<file path="src/hw/uart_pkg.sv">
// UART package.
// Frame constants, the run-time configuration and the payloads shared by the
// transmit and receive paths.
`default_nettype none

package uart_pkg;

    // 8N1/8N2 framing only, so the data width is fixed.
    localparam int uart_data_width = 8;
    localparam int uart_div_width  = 16;

    // frame length in bit periods, start bit included.
    localparam int uart_frame_1stop     = 10;
    localparam int uart_frame_2stop     = 11;
    localparam int uart_frame_cnt_width = 4;

    // baud_div is in clock cycles per bit and must be at least 4.
    typedef struct packed {
        logic [uart_div_width-1:0] baud_div;
        logic                      two_stop;
    } uart_cfg_t;

    typedef struct packed {
        logic [uart_data_width-1:0] data;
    } uart_tx_req_t;

    // frame_err is set when the first stop bit was sampled low.
    typedef struct packed {
        logic [uart_data_width-1:0] data;
        logic                       frame_err;
    } uart_rx_byte_t;

    typedef enum logic [1:0] {
        tx_idle,
        tx_start,
        tx_data,
        tx_stop
    } uart_tx_state_e;

endpackage : uart_pkg

`default_nettype wire

</file>
<file path="src/hw/uart_fifo.sv">
// Synchronous FIFO with a first-word-fall-through head and a type-parameter
// payload. Pushes when full and pops when empty are ignored.
`timescale 1ns/1ps
`default_nettype none

module uart_fifo #(
    parameter int  fifo_depth = 8,
    parameter type payload_t  = logic [7:0]
) (
    input  wire           clk,
    input  wire           rst_n,
    input  wire           push_i,
    input  wire payload_t data_i,
    input  wire           pop_i,
    output payload_t      data_o,
    output logic          not_empty_o,
    output logic          full_o
);

    localparam int ptr_w = (fifo_depth > 1) ? $clog2(fifo_depth) : 1;
    localparam int cnt_w = $clog2(fifo_depth + 1);

    payload_t         mem_q [fifo_depth];
    logic [ptr_w-1:0] wr_ptr_q;
    logic [ptr_w-1:0] rd_ptr_q;
    logic [cnt_w-1:0] count_q;
    logic             do_push;
    logic             do_pop;

    // pointers wrap explicitly, so the depth need not be a power of two.
    function automatic logic [ptr_w-1:0] next_ptr(input logic [ptr_w-1:0] ptr);
        if (ptr == ptr_w'(fifo_depth - 1)) begin
            return '0;
        end
        return ptr + 1'b1;
    endfunction

    assign full_o      = (count_q == cnt_w'(fifo_depth));
    assign not_empty_o = (count_q != '0);
    assign do_push     = push_i && !full_o;
    assign do_pop      = pop_i && not_empty_o;
    assign data_o      = mem_q[rd_ptr_q];

    always_ff @(posedge clk) begin
        if (do_push) begin
            mem_q[wr_ptr_q] <= data_i;
        end
    end

    always_ff @(posedge clk or negedge rst_n) begin
        if (!rst_n) begin
            wr_ptr_q <= '0;
            rd_ptr_q <= '0;
            count_q  <= '0;
        end else begin
            if (do_push) begin
                wr_ptr_q <= next_ptr(wr_ptr_q);
            end
            if (do_pop) begin
                rd_ptr_q <= next_ptr(rd_ptr_q);
            end
            // a simultaneous push and pop leaves the occupancy as it is.
            if (do_push && !do_pop) begin
                count_q <= count_q + 1'b1;
            end else if (do_pop && !do_push) begin
                count_q <= count_q - 1'b1;
            end
        end
    end

endmodule : uart_fifo

`default_nettype wire

</file>
<file path="src/hw/uart_tx_arbiter.sv">
// Round-robin arbiter between the two transmit queues.
// The grant is combinational; only the one-bit priority pointer is registered.
`timescale 1ns/1ps
`default_nettype none

module uart_tx_arbiter (
    input  wire                     clk,
    input  wire                     rst_n,
    input  wire                     req0_valid_i,
    input  wire uart_pkg::uart_tx_req_t req0_i,
    input  wire                     req1_valid_i,
    input  wire uart_pkg::uart_tx_req_t req1_i,
    output logic                    pop0_o,
    output logic                    pop1_o,
    input  wire                     tx_ready_i,
    output logic                    tx_valid_o,
    output uart_pkg::uart_tx_req_t  tx_req_o
);

    // prio_q low favours queue 0, high favours queue 1.
    logic prio_q;
    logic grant1;
    logic accept;

    // queue 1 wins when it is the only requester or when it holds priority.
    assign grant1 = req1_valid_i && (!req0_valid_i || prio_q);

    assign tx_valid_o = req0_valid_i || req1_valid_i;
    assign tx_req_o   = grant1 ? req1_i : req0_i;
    assign accept     = tx_valid_o && tx_ready_i;

    // the head leaves its queue on the same edge the transmitter takes it.
    assign pop0_o = accept && !grant1;
    assign pop1_o = accept && grant1;

    always_ff @(posedge clk or negedge rst_n) begin
        if (!rst_n) begin
            prio_q <= 1'b0;
        end else if (accept) begin
            // the queue that was just served drops to the lower priority.
            prio_q <= !grant1;
        end
    end

endmodule : uart_tx_arbiter

`default_nettype wire

</file>
<file path="src/hw/uart_tx.sv">
// UART transmitter.
// Frames one byte as a start bit, 8 data bits LSB first and one or two stop
// bits, each bit lasting baud_div clock cycles.
`timescale 1ns/1ps
`default_nettype none

module uart_tx (
    input  wire                     clk,
    input  wire                     rst_n,
    input  wire uart_pkg::uart_cfg_t cfg_i,
    input  wire                     valid_i,
    input  wire uart_pkg::uart_tx_req_t req_i,
    output logic                    ready_o,
    output logic                    tx_o
);

    import uart_pkg::*;

    localparam int shift_w = uart_data_width + 1;

    uart_tx_state_e                  state_q;
    uart_tx_state_e                  state_d;
    logic [uart_div_width-1:0]       baud_cnt_q;
    logic [uart_div_width-1:0]       baud_cnt_d;
    logic [uart_frame_cnt_width-1:0] bit_cnt_q;
    logic [uart_frame_cnt_width-1:0] bit_cnt_d;
    logic [uart_frame_cnt_width-1:0] frame_len;
    logic [uart_frame_cnt_width-1:0] stop_bits;
    logic [shift_w-1:0]              shift_q;
    logic [shift_w-1:0]              shift_d;
    logic [uart_div_width-1:0]       baud_q;
    logic                            two_stop_q;
    logic                            bit_end;
    logic                            accept;

    assign ready_o = (state_q == tx_idle);
    assign accept  = valid_i && ready_o;
    assign bit_end = (baud_cnt_q == '0);

    // the line idles high; otherwise the low end of the shifter is on the wire.
    assign tx_o = (state_q == tx_idle) ? 1'b1 : shift_q[0];

    assign frame_len = cfg_i.two_stop ? uart_frame_cnt_width'(uart_frame_2stop)
                                      : uart_frame_cnt_width'(uart_frame_1stop);
    assign stop_bits = two_stop_q ? uart_frame_cnt_width'(2) : uart_frame_cnt_width'(1);

    always_comb begin
        state_d    = state_q;
        baud_cnt_d = baud_cnt_q;
        bit_cnt_d  = bit_cnt_q;
        shift_d    = shift_q;

        // bit timing is common to every busy state.
        // ones are shifted in behind the data, which produces the stop bits.
        if (state_q != tx_idle) begin
            if (bit_end) begin
                baud_cnt_d = baud_q - 1'b1;
                bit_cnt_d  = bit_cnt_q - 1'b1;
                shift_d    = {1'b1, shift_q[shift_w-1:1]};
            end else begin
                baud_cnt_d = baud_cnt_q - 1'b1;
            end
        end

        case (state_q)
            tx_idle: begin
                if (valid_i) begin
                    shift_d    = {req_i.data, 1'b0};
                    baud_cnt_d = cfg_i.baud_div - 1'b1;
                    bit_cnt_d  = frame_len - 1'b1;
                    state_d    = tx_start;
                end
            end
            tx_start: begin
                if (bit_end) begin
                    state_d = tx_data;
                end
            end
            tx_data: begin
                // bit_cnt_q counts the bits still to come after this one.
                if (bit_end && (bit_cnt_q == stop_bits)) begin
                    state_d = tx_stop;
                end
            end
            tx_stop: begin
                if (bit_end && (bit_cnt_q == '0)) begin
                    state_d = tx_idle;
                end
            end
            default: begin
                state_d = tx_idle;
            end
        endcase
    end

    always_ff @(posedge clk or negedge rst_n) begin
        if (!rst_n) begin
            state_q    <= tx_idle;
            baud_cnt_q <= '0;
            bit_cnt_q  <= '0;
        end else begin
            state_q    <= state_d;
            baud_cnt_q <= baud_cnt_d;
            bit_cnt_q  <= bit_cnt_d;
        end
    end

    // configuration is captured at acceptance and held for the whole frame.
    always_ff @(posedge clk) begin
        shift_q <= shift_d;
        if (accept) begin
            baud_q     <= cfg_i.baud_div;
            two_stop_q <= cfg_i.two_stop;
        end
    end

endmodule : uart_tx

`default_nettype wire

</file>
<file path="src/hw/uart_rx.sv">
// UART receiver.
// Synchronises the line, finds the start bit, samples 8 data bits and the first
// stop bit at mid-bit and reports each byte with a frame-error flag.
`timescale 1ns/1ps
`default_nettype none

module uart_rx (
    input  wire                      clk,
    input  wire                      rst_n,
    input  wire uart_pkg::uart_cfg_t cfg_i,
    input  wire                      rx_i,
    output logic                     valid_o,
    output uart_pkg::uart_rx_byte_t  byte_o
);

    import uart_pkg::*;

    localparam int idx_w = $clog2(uart_data_width);

    typedef enum logic [2:0] {
        rx_idle,
        rx_start,
        rx_data,
        rx_stop,
        rx_tail
    } rx_state_e;

    rx_state_e                  state_q;
    rx_state_e                  state_d;
    logic [1:0]                 sync_q;
    logic                       rx_s;
    logic [uart_div_width-1:0]  cnt_q;
    logic [uart_div_width-1:0]  cnt_d;
    logic [uart_div_width-1:0]  baud_q;
    logic [idx_w-1:0]           bit_idx_q;
    logic [idx_w-1:0]           bit_idx_d;
    logic [uart_data_width-1:0] shift_q;
    logic [uart_data_width-1:0] shift_d;
    logic                       err_q;
    logic                       err_d;
    logic                       valid_d;
    logic                       tick;

    // two flops against metastability; rx_s is the synchronised line.
    assign rx_s = sync_q[1];
    assign tick = (cnt_q == '0);

    assign byte_o = '{data: shift_q, frame_err: err_q};

    always_comb begin
        state_d   = state_q;
        cnt_d     = tick ? cnt_q : cnt_q - 1'b1;
        bit_idx_d = bit_idx_q;
        shift_d   = shift_q;
        err_d     = err_q;
        valid_d   = 1'b0;

        case (state_q)
            rx_idle: begin
                // the line idles high, so a low level here is the start edge.
                if (!rx_s) begin
                    cnt_d   = (cfg_i.baud_div >> 1) - 1'b1;
                    state_d = rx_start;
                end
            end
            rx_start: begin
                if (tick) begin
                    if (rx_s) begin
                        // line is high again at mid start bit; a glitch.
                        state_d = rx_idle;
                    end else begin
                        cnt_d     = baud_q - 1'b1;
                        bit_idx_d = '0;
                        state_d   = rx_data;
                    end
                end
            end
            rx_data: begin
                if (tick) begin
                    shift_d   = {rx_s, shift_q[uart_data_width-1:1]};
                    cnt_d     = baud_q - 1'b1;
                    bit_idx_d = bit_idx_q + 1'b1;
                    if (bit_idx_q == idx_w'(uart_data_width - 1)) begin
                        state_d = rx_stop;
                    end
                end
            end
            rx_stop: begin
                // Only the first stop bit is checked.
                if (tick) begin
                    err_d   = !rx_s;
                    cnt_d   = (baud_q >> 1) - 1'b1;
                    state_d = rx_tail;
                end
            end
            rx_tail: begin
                if (tick) begin
                    valid_d = 1'b1;
                    state_d = rx_idle;
                end
            end
            default: begin
                state_d = rx_idle;
            end
        endcase
    end

    always_ff @(posedge clk or negedge rst_n) begin
        if (!rst_n) begin
            sync_q    <= 2'b11;
            state_q   <= rx_idle;
            cnt_q     <= '0;
            bit_idx_q <= '0;
            valid_o   <= 1'b0;
        end else begin
            sync_q    <= {sync_q[0], rx_i};
            state_q   <= state_d;
            cnt_q     <= cnt_d;
            bit_idx_q <= bit_idx_d;
            valid_o   <= valid_d;
        end
    end

    always_ff @(posedge clk) begin
        shift_q <= shift_d;
        err_q   <= err_d;
        // the divisor is held from start detection to the end of the frame.
        if ((state_q == rx_idle) && !rx_s) begin
            baud_q <= cfg_i.baud_div;
        end
    end

endmodule : uart_rx

`default_nettype wire

</file>
<file path="src/hw/uart_top.sv">
// Two-client UART subsystem.
// Two transmit queues share one transmitter through a round-robin arbiter; the
// receiver fills a receive queue that the host pops.
`timescale 1ns/1ps
`default_nettype none

module uart_top #(
    parameter int tx_depth = 8,
    parameter int rx_depth = 8
) (
    input  wire                                 clk,
    input  wire                                 rst_n,
    input  wire uart_pkg::uart_cfg_t            cfg_i,
    input  wire                                 a_push_i,
    input  wire [uart_pkg::uart_data_width-1:0] a_data_i,
    output logic                                a_full_o,
    input  wire                                 b_push_i,
    input  wire [uart_pkg::uart_data_width-1:0] b_data_i,
    output logic                                b_full_o,
    output logic                                tx_o,
    input  wire                                 rx_i,
    input  wire                                 rx_pop_i,
    output logic                                rx_avail_o,
    output uart_pkg::uart_rx_byte_t             rx_byte_o,
    output logic                                rx_overrun_o
);

    import uart_pkg::*;

    uart_tx_req_t  a_req;
    uart_tx_req_t  b_req;
    uart_tx_req_t  a_head;
    uart_tx_req_t  b_head;
    uart_tx_req_t  tx_req;
    uart_rx_byte_t rx_byte;
    logic          a_not_empty;
    logic          b_not_empty;
    logic          a_pop;
    logic          b_pop;
    logic          tx_valid;
    logic          tx_ready;
    logic          rx_valid;
    logic          rx_full;

    assign a_req = '{data: a_data_i};
    assign b_req = '{data: b_data_i};

    uart_fifo #(.fifo_depth(tx_depth), .payload_t(uart_tx_req_t)) u_txq_a (
        .clk, .rst_n, .push_i(a_push_i), .data_i(a_req), .pop_i(a_pop),
        .data_o(a_head), .not_empty_o(a_not_empty), .full_o(a_full_o)
    );

    uart_fifo #(.fifo_depth(tx_depth), .payload_t(uart_tx_req_t)) u_txq_b (
        .clk, .rst_n, .push_i(b_push_i), .data_i(b_req), .pop_i(b_pop),
        .data_o(b_head), .not_empty_o(b_not_empty), .full_o(b_full_o)
    );

    uart_tx_arbiter u_arb (
        .clk, .rst_n,
        .req0_valid_i(a_not_empty), .req0_i(a_head),
        .req1_valid_i(b_not_empty), .req1_i(b_head),
        .pop0_o(a_pop), .pop1_o(b_pop),
        .tx_ready_i(tx_ready), .tx_valid_o(tx_valid), .tx_req_o(tx_req)
    );

    uart_tx u_tx (
        .clk, .rst_n, .cfg_i, .valid_i(tx_valid), .req_i(tx_req),
        .ready_o(tx_ready), .tx_o
    );

    uart_rx u_rx (
        .clk, .rst_n, .cfg_i, .rx_i, .valid_o(rx_valid), .byte_o(rx_byte)
    );

    uart_fifo #(.fifo_depth(rx_depth), .payload_t(uart_rx_byte_t)) u_rxq (
        .clk, .rst_n, .push_i(rx_valid), .data_i(rx_byte), .pop_i(rx_pop_i),
        .data_o(rx_byte_o), .not_empty_o(rx_avail_o), .full_o(rx_full)
    );

    // sticky until reset; the byte that hit a full queue is lost.
    always_ff @(posedge clk or negedge rst_n) begin
        if (!rst_n) begin
            rx_overrun_o <= 1'b0;
        end else if (rx_valid && rx_full) begin
            rx_overrun_o <= 1'b1;
        end
    end

endmodule : uart_top

`default_nettype wire

</file>
<file path="config.mk">
export PLATFORM = sky130hd
export DESIGN_NAME = uart_top
export DESIGN_NICKNAME = d
export VERILOG_FILES = /design/src/hw/uart_pkg.sv /design/src/hw/uart_fifo.sv /design/src/hw/uart_tx_arbiter.sv /design/src/hw/uart_tx.sv /design/src/hw/uart_rx.sv /design/src/hw/uart_top.sv
export SDC_FILE = /design/constraint.sdc
export NUM_CORES = 1
export LEC_CHECK = 0
export BUFFER_PORTS_ARGS = -buffer_cell sky130_fd_sc_hd__clkbuf_2
export CAP_MARGIN = 20
export CORE_ASPECT_RATIO = 1.75
export CORE_MARGIN = 3
export CORE_UTILIZATION = 60
export CTS_BUF_LIST = sky130_fd_sc_hd__clkbuf_16
export DETAILED_ROUTE_END_ITERATION = 7
export PLACE_DENSITY = 0.79
export SYNTH_ARGS = -nofsm -noshare
export SYNTH_HDL_FRONTEND = slang
export SYNTH_SLANG_ARGS = --single-unit
</file>
<file path="constraint.sdc">
create_clock -name clk -period 5.5 [get_ports clk]
set_input_delay 0.275 -clock clk [delete_from_list [all_inputs] [get_ports clk]]
set_output_delay 0.275 -clock clk [all_outputs]
set_load 0.01 [all_outputs]
</file>
==> metrics <==
VDD IR-drop max roughly 0.00038 V; FFs w/ async S/R, synth approximately a quarter; post-DR vias/cell about 6.3; Port Buffer Count 52; DR vias roughly 9800; layout cells sized above 1 between 10% and 20%; Mean Syn Cell Area about 13 µm²; # resized after CTS 0; HP Class primary input to flip-flop; Seq/Total Area, Yosys between 60% and 70%; Pwr Total slightly above 0.007 W; non-filler cells, final 1565; first-pass GRT wire length 54600 µm; Hold Path Depth 1; H-tree depth 1; crit start category flip-flop; Pwr Density between 400 and 500 nW/µm²; status completed; DR WL/cell approximately 22 µm; latest clock arrival within the worst-skew pair 0.56 ns; post-detailed-route count of antenna-violating nets 0; worst rel slew slack 31.1%; Finish-stage setup viols 0; CTS tree done; Layout area overhead 11.1%; final hold violation count 0; FF-to-FF setup slack about 2.2 ns; critical path class flip-flop to flip-flop; area leader, netlist edfxtp_1; Syn Inst Count 1154; Yosys cell types 65; # rows 77; Crit path required time 5.95 ns; cell with the most instances after synthesis edfxtp_1; Die X-Extent roughly 130 µm; Clock Tree Buf Depth 3; Hold Crit Start cfg_i[12]; P_leak between 6 and 7 nW; EDFF count, synth around 240; initial antenna violation count 0; fin nets 1307; full die area 27800 µm²; final setup TNS 0 ns; final worst path period share 59.8%; reg2reg path depth 10; final worst path period need 3.29 ns; DR iter-0 viols 609; Syn. warnings 0; #FFs+latches synth between 300 and 400; synth top area cells edfxtp_1, dfrtp_1, mux4_2; Max Clock Freq just over 300 MHz; GRT Util Overall 25.1%; largest net degree at the start of global routing 59; Synth top cells by count edfxtp_1, nand2_1, nor2_1; fin. max-slew vios 0; ys flop type edfxtp_1; Initial Utilization 61.1%; Hold EP u_rx.baud_q[11]; pin slew with the least headroom to its limit 1.03 ns; max-cap violation count 0; Post-Syn Area between 15000 and 20000 µm²; CP endpoint kind flip-flop; root buffer cell clkbuf_16; post-route DRC violation count 0; Synthesized Nets 1234; DR pass1 iterations 5; Clock Sinks between 300 and 400; core box area about 25000 µm²; worst r2r src u_tx.baud_cnt_q[5]; Cells after DPL 1493; HPWL Detailed 23700 µm; RSZ-0062 raised after global routing no; GRT Residual Overflow 0; post-synth top area share between 40 and 50%; die height roughly 220 µm; postcts setup bufs 0; final WL between 30000 and 40000 µm; fin util between 60% and 70%; I/O Pins 53; vias in the first global route 10300; Reg-to-Reg End u_tx.baud_cnt_q[8]; Clock Skew 0.0167 ns; GP Congestion 0.934; Layout fillers ~1800; Num CTS Buffers 29; CP Data Arrival Time between 3 and 4 ns; CP max FO 16; Antenna Diode Count 0; Clk pin slew, worst setup/hold paths around 0.07 ns
sequential cells by signal, summed over array words and instances, names as in the netlist, 8 cells and up:
register,flops
u_rxq.mem_q,72
u_txq_a.mem_q,64
u_txq_b.mem_q,64
u_rx.baud_q,16
u_rx.cnt_q,16
u_tx.baud_cnt_q,16
u_tx.baud_q,16
u_tx.shift_q,9
u_rx.shift_q,8
cell type report:
type	count	area [µm²]	area share, %
sequential	330	9430	54.8
multi-input combinational	745	5760	33.5
clock buffer	29	726	4.22
timing repair buffer	90	608	3.54
tap	316	395	2.30
clock inverter	24	154	0.895
inverter	31	116	0.677
critical path, stage by stage, from the launching register on:
cell and delay, ns:
dfrtp_1 0.44, nor4_1 0.34, and4_1 0.46, and2_1 0.64, a21oi_1 0.21, ha_1 0.26
nand3_1 0.14, a311oi_2 0.11, a221oi_1 0.31, a311oi_1 0.09, a21o_1 0.18
what timing repair did:
action,4_1_cts,5_1_grt
setup endpoints to repair,0,0
hold buffers,17,0
endpoints found under the hold margin,127,0
logic make-up (layout without fill, tap and decap cells):
kind of cell,count (synthesis),after routing,synth area share (%)
flops,330,330,60.9
simple gates,328,328,10.2
compound gates,194,194,8.09
mux,94,94,10.3
xor+xnor,88,88,4.98
buf+inv,79,174,2.01
fa+ha+maj,41,41,3.46
metal layers:
| layer | routed length (µm) | global-route usage, % | part of all wire [%] |
|---|---|---|---|
| met5 | 0 | 0 | 0 |
| met4 | 1860 | 12.8 | 5.5 |
| met3 | 1580 | 3.20 | 4.6 |
| met2 | 18600 | 46.4 | 55 |
| met1 | 11900 | 28.1 | 35 |
stage by stage:
| stage | setup slack [ns] | cell area (µm²) | hold WS [ns] |
|---|---|---|---|
| 5_1_grt | 1.92 | 17200 | 0.0151 |
| 2_1_floorplan | 2.72 | 15500 | -0.0206 |
| 4_1_cts | 2.20 | 17200 | 0.00284 |
| 6_report | 2.21 | 17200 | 0.0138 |
| 3_3_place_gp | 2.33 | 16100 | 0.197 |
| 3_5_place_dp | 2.22 | 16100 | 0.197 |
worst max path at each step:
stage | slack [ns] | cells after the start | to | from
finish | 2.21 | 10 | u_tx.baud_cnt_q[8] | u_tx.baud_cnt_q[5]
CTS | 2.20 | 12 | u_txq_a.count_q[3] | u_txq_b.count_q[0]
detailed placement | 2.22 | 12 | u_txq_a.count_q[3] | u_txq_b.count_q[0]
global route | 1.92 | 10 | u_tx.baud_cnt_q[8] | u_tx.baud_cnt_q[5]
floorplan | 2.72 | 13 | u_tx.baud_cnt_q[12] | u_tx.baud_cnt_q[6]
global placement | 2.33 | 12 | u_txq_a.count_q[3] | u_txq_b.count_q[1]
cells in the final DEF, fill, tap and decap left out, types with 9 or more instances in the layout:
cell type | synthesis | layout
nor3_1 | 43 | 39
a21o_1 | 12 | 12
nand4_1 | 10 | 10
o211ai_1 | 11 | 11
a21oi_1 | 49 | 49
dfxtp_1 | 9 | 9
nand3_1 | 28 | 28
nor2_1 | 79 | 79
xnor2_1 | 44 | 44
dfrtp_1 | 77 | 77
edfxtp_1 | 242 | 242
mux2_2 | 21 | 21
ha_1 | 38 | 38
o21ai_0 | 45 | 45
nor2b_1 | 13 | 13
nand2b_1 | 17 | 17
o22ai_1 | 14 | 14
nand2_1 | 83 | 83
or4_1 | 9 | 9
buf_4 | 0 | 20
mux2i_1 | 23 | 23
inv_1 | 31 | 36
clkbuf_2 | 0 | 52
mux4_2 | 50 | 50
dlygate4sd3_1 | 0 | 17
clkbuf_16 | 0 | 29
nor4_1 | 22 | 21
xor2_1 | 44 | 44
a211oi_1 | 10 | 10
power breakdown:
| part | switching, W | total, W | internal, W | leakage, nW |
|---|---|---|---|---|
| clock | 0.000886 | 0.00189 | 0.00101 | 0.436 |
| combinational | 0.000995 | 0.00188 | 0.000880 | 2.52 |
| sequential | 0.000399 | 0.00349 | 0.00309 | 3.24 |
(Power assumes the default switching activity.)
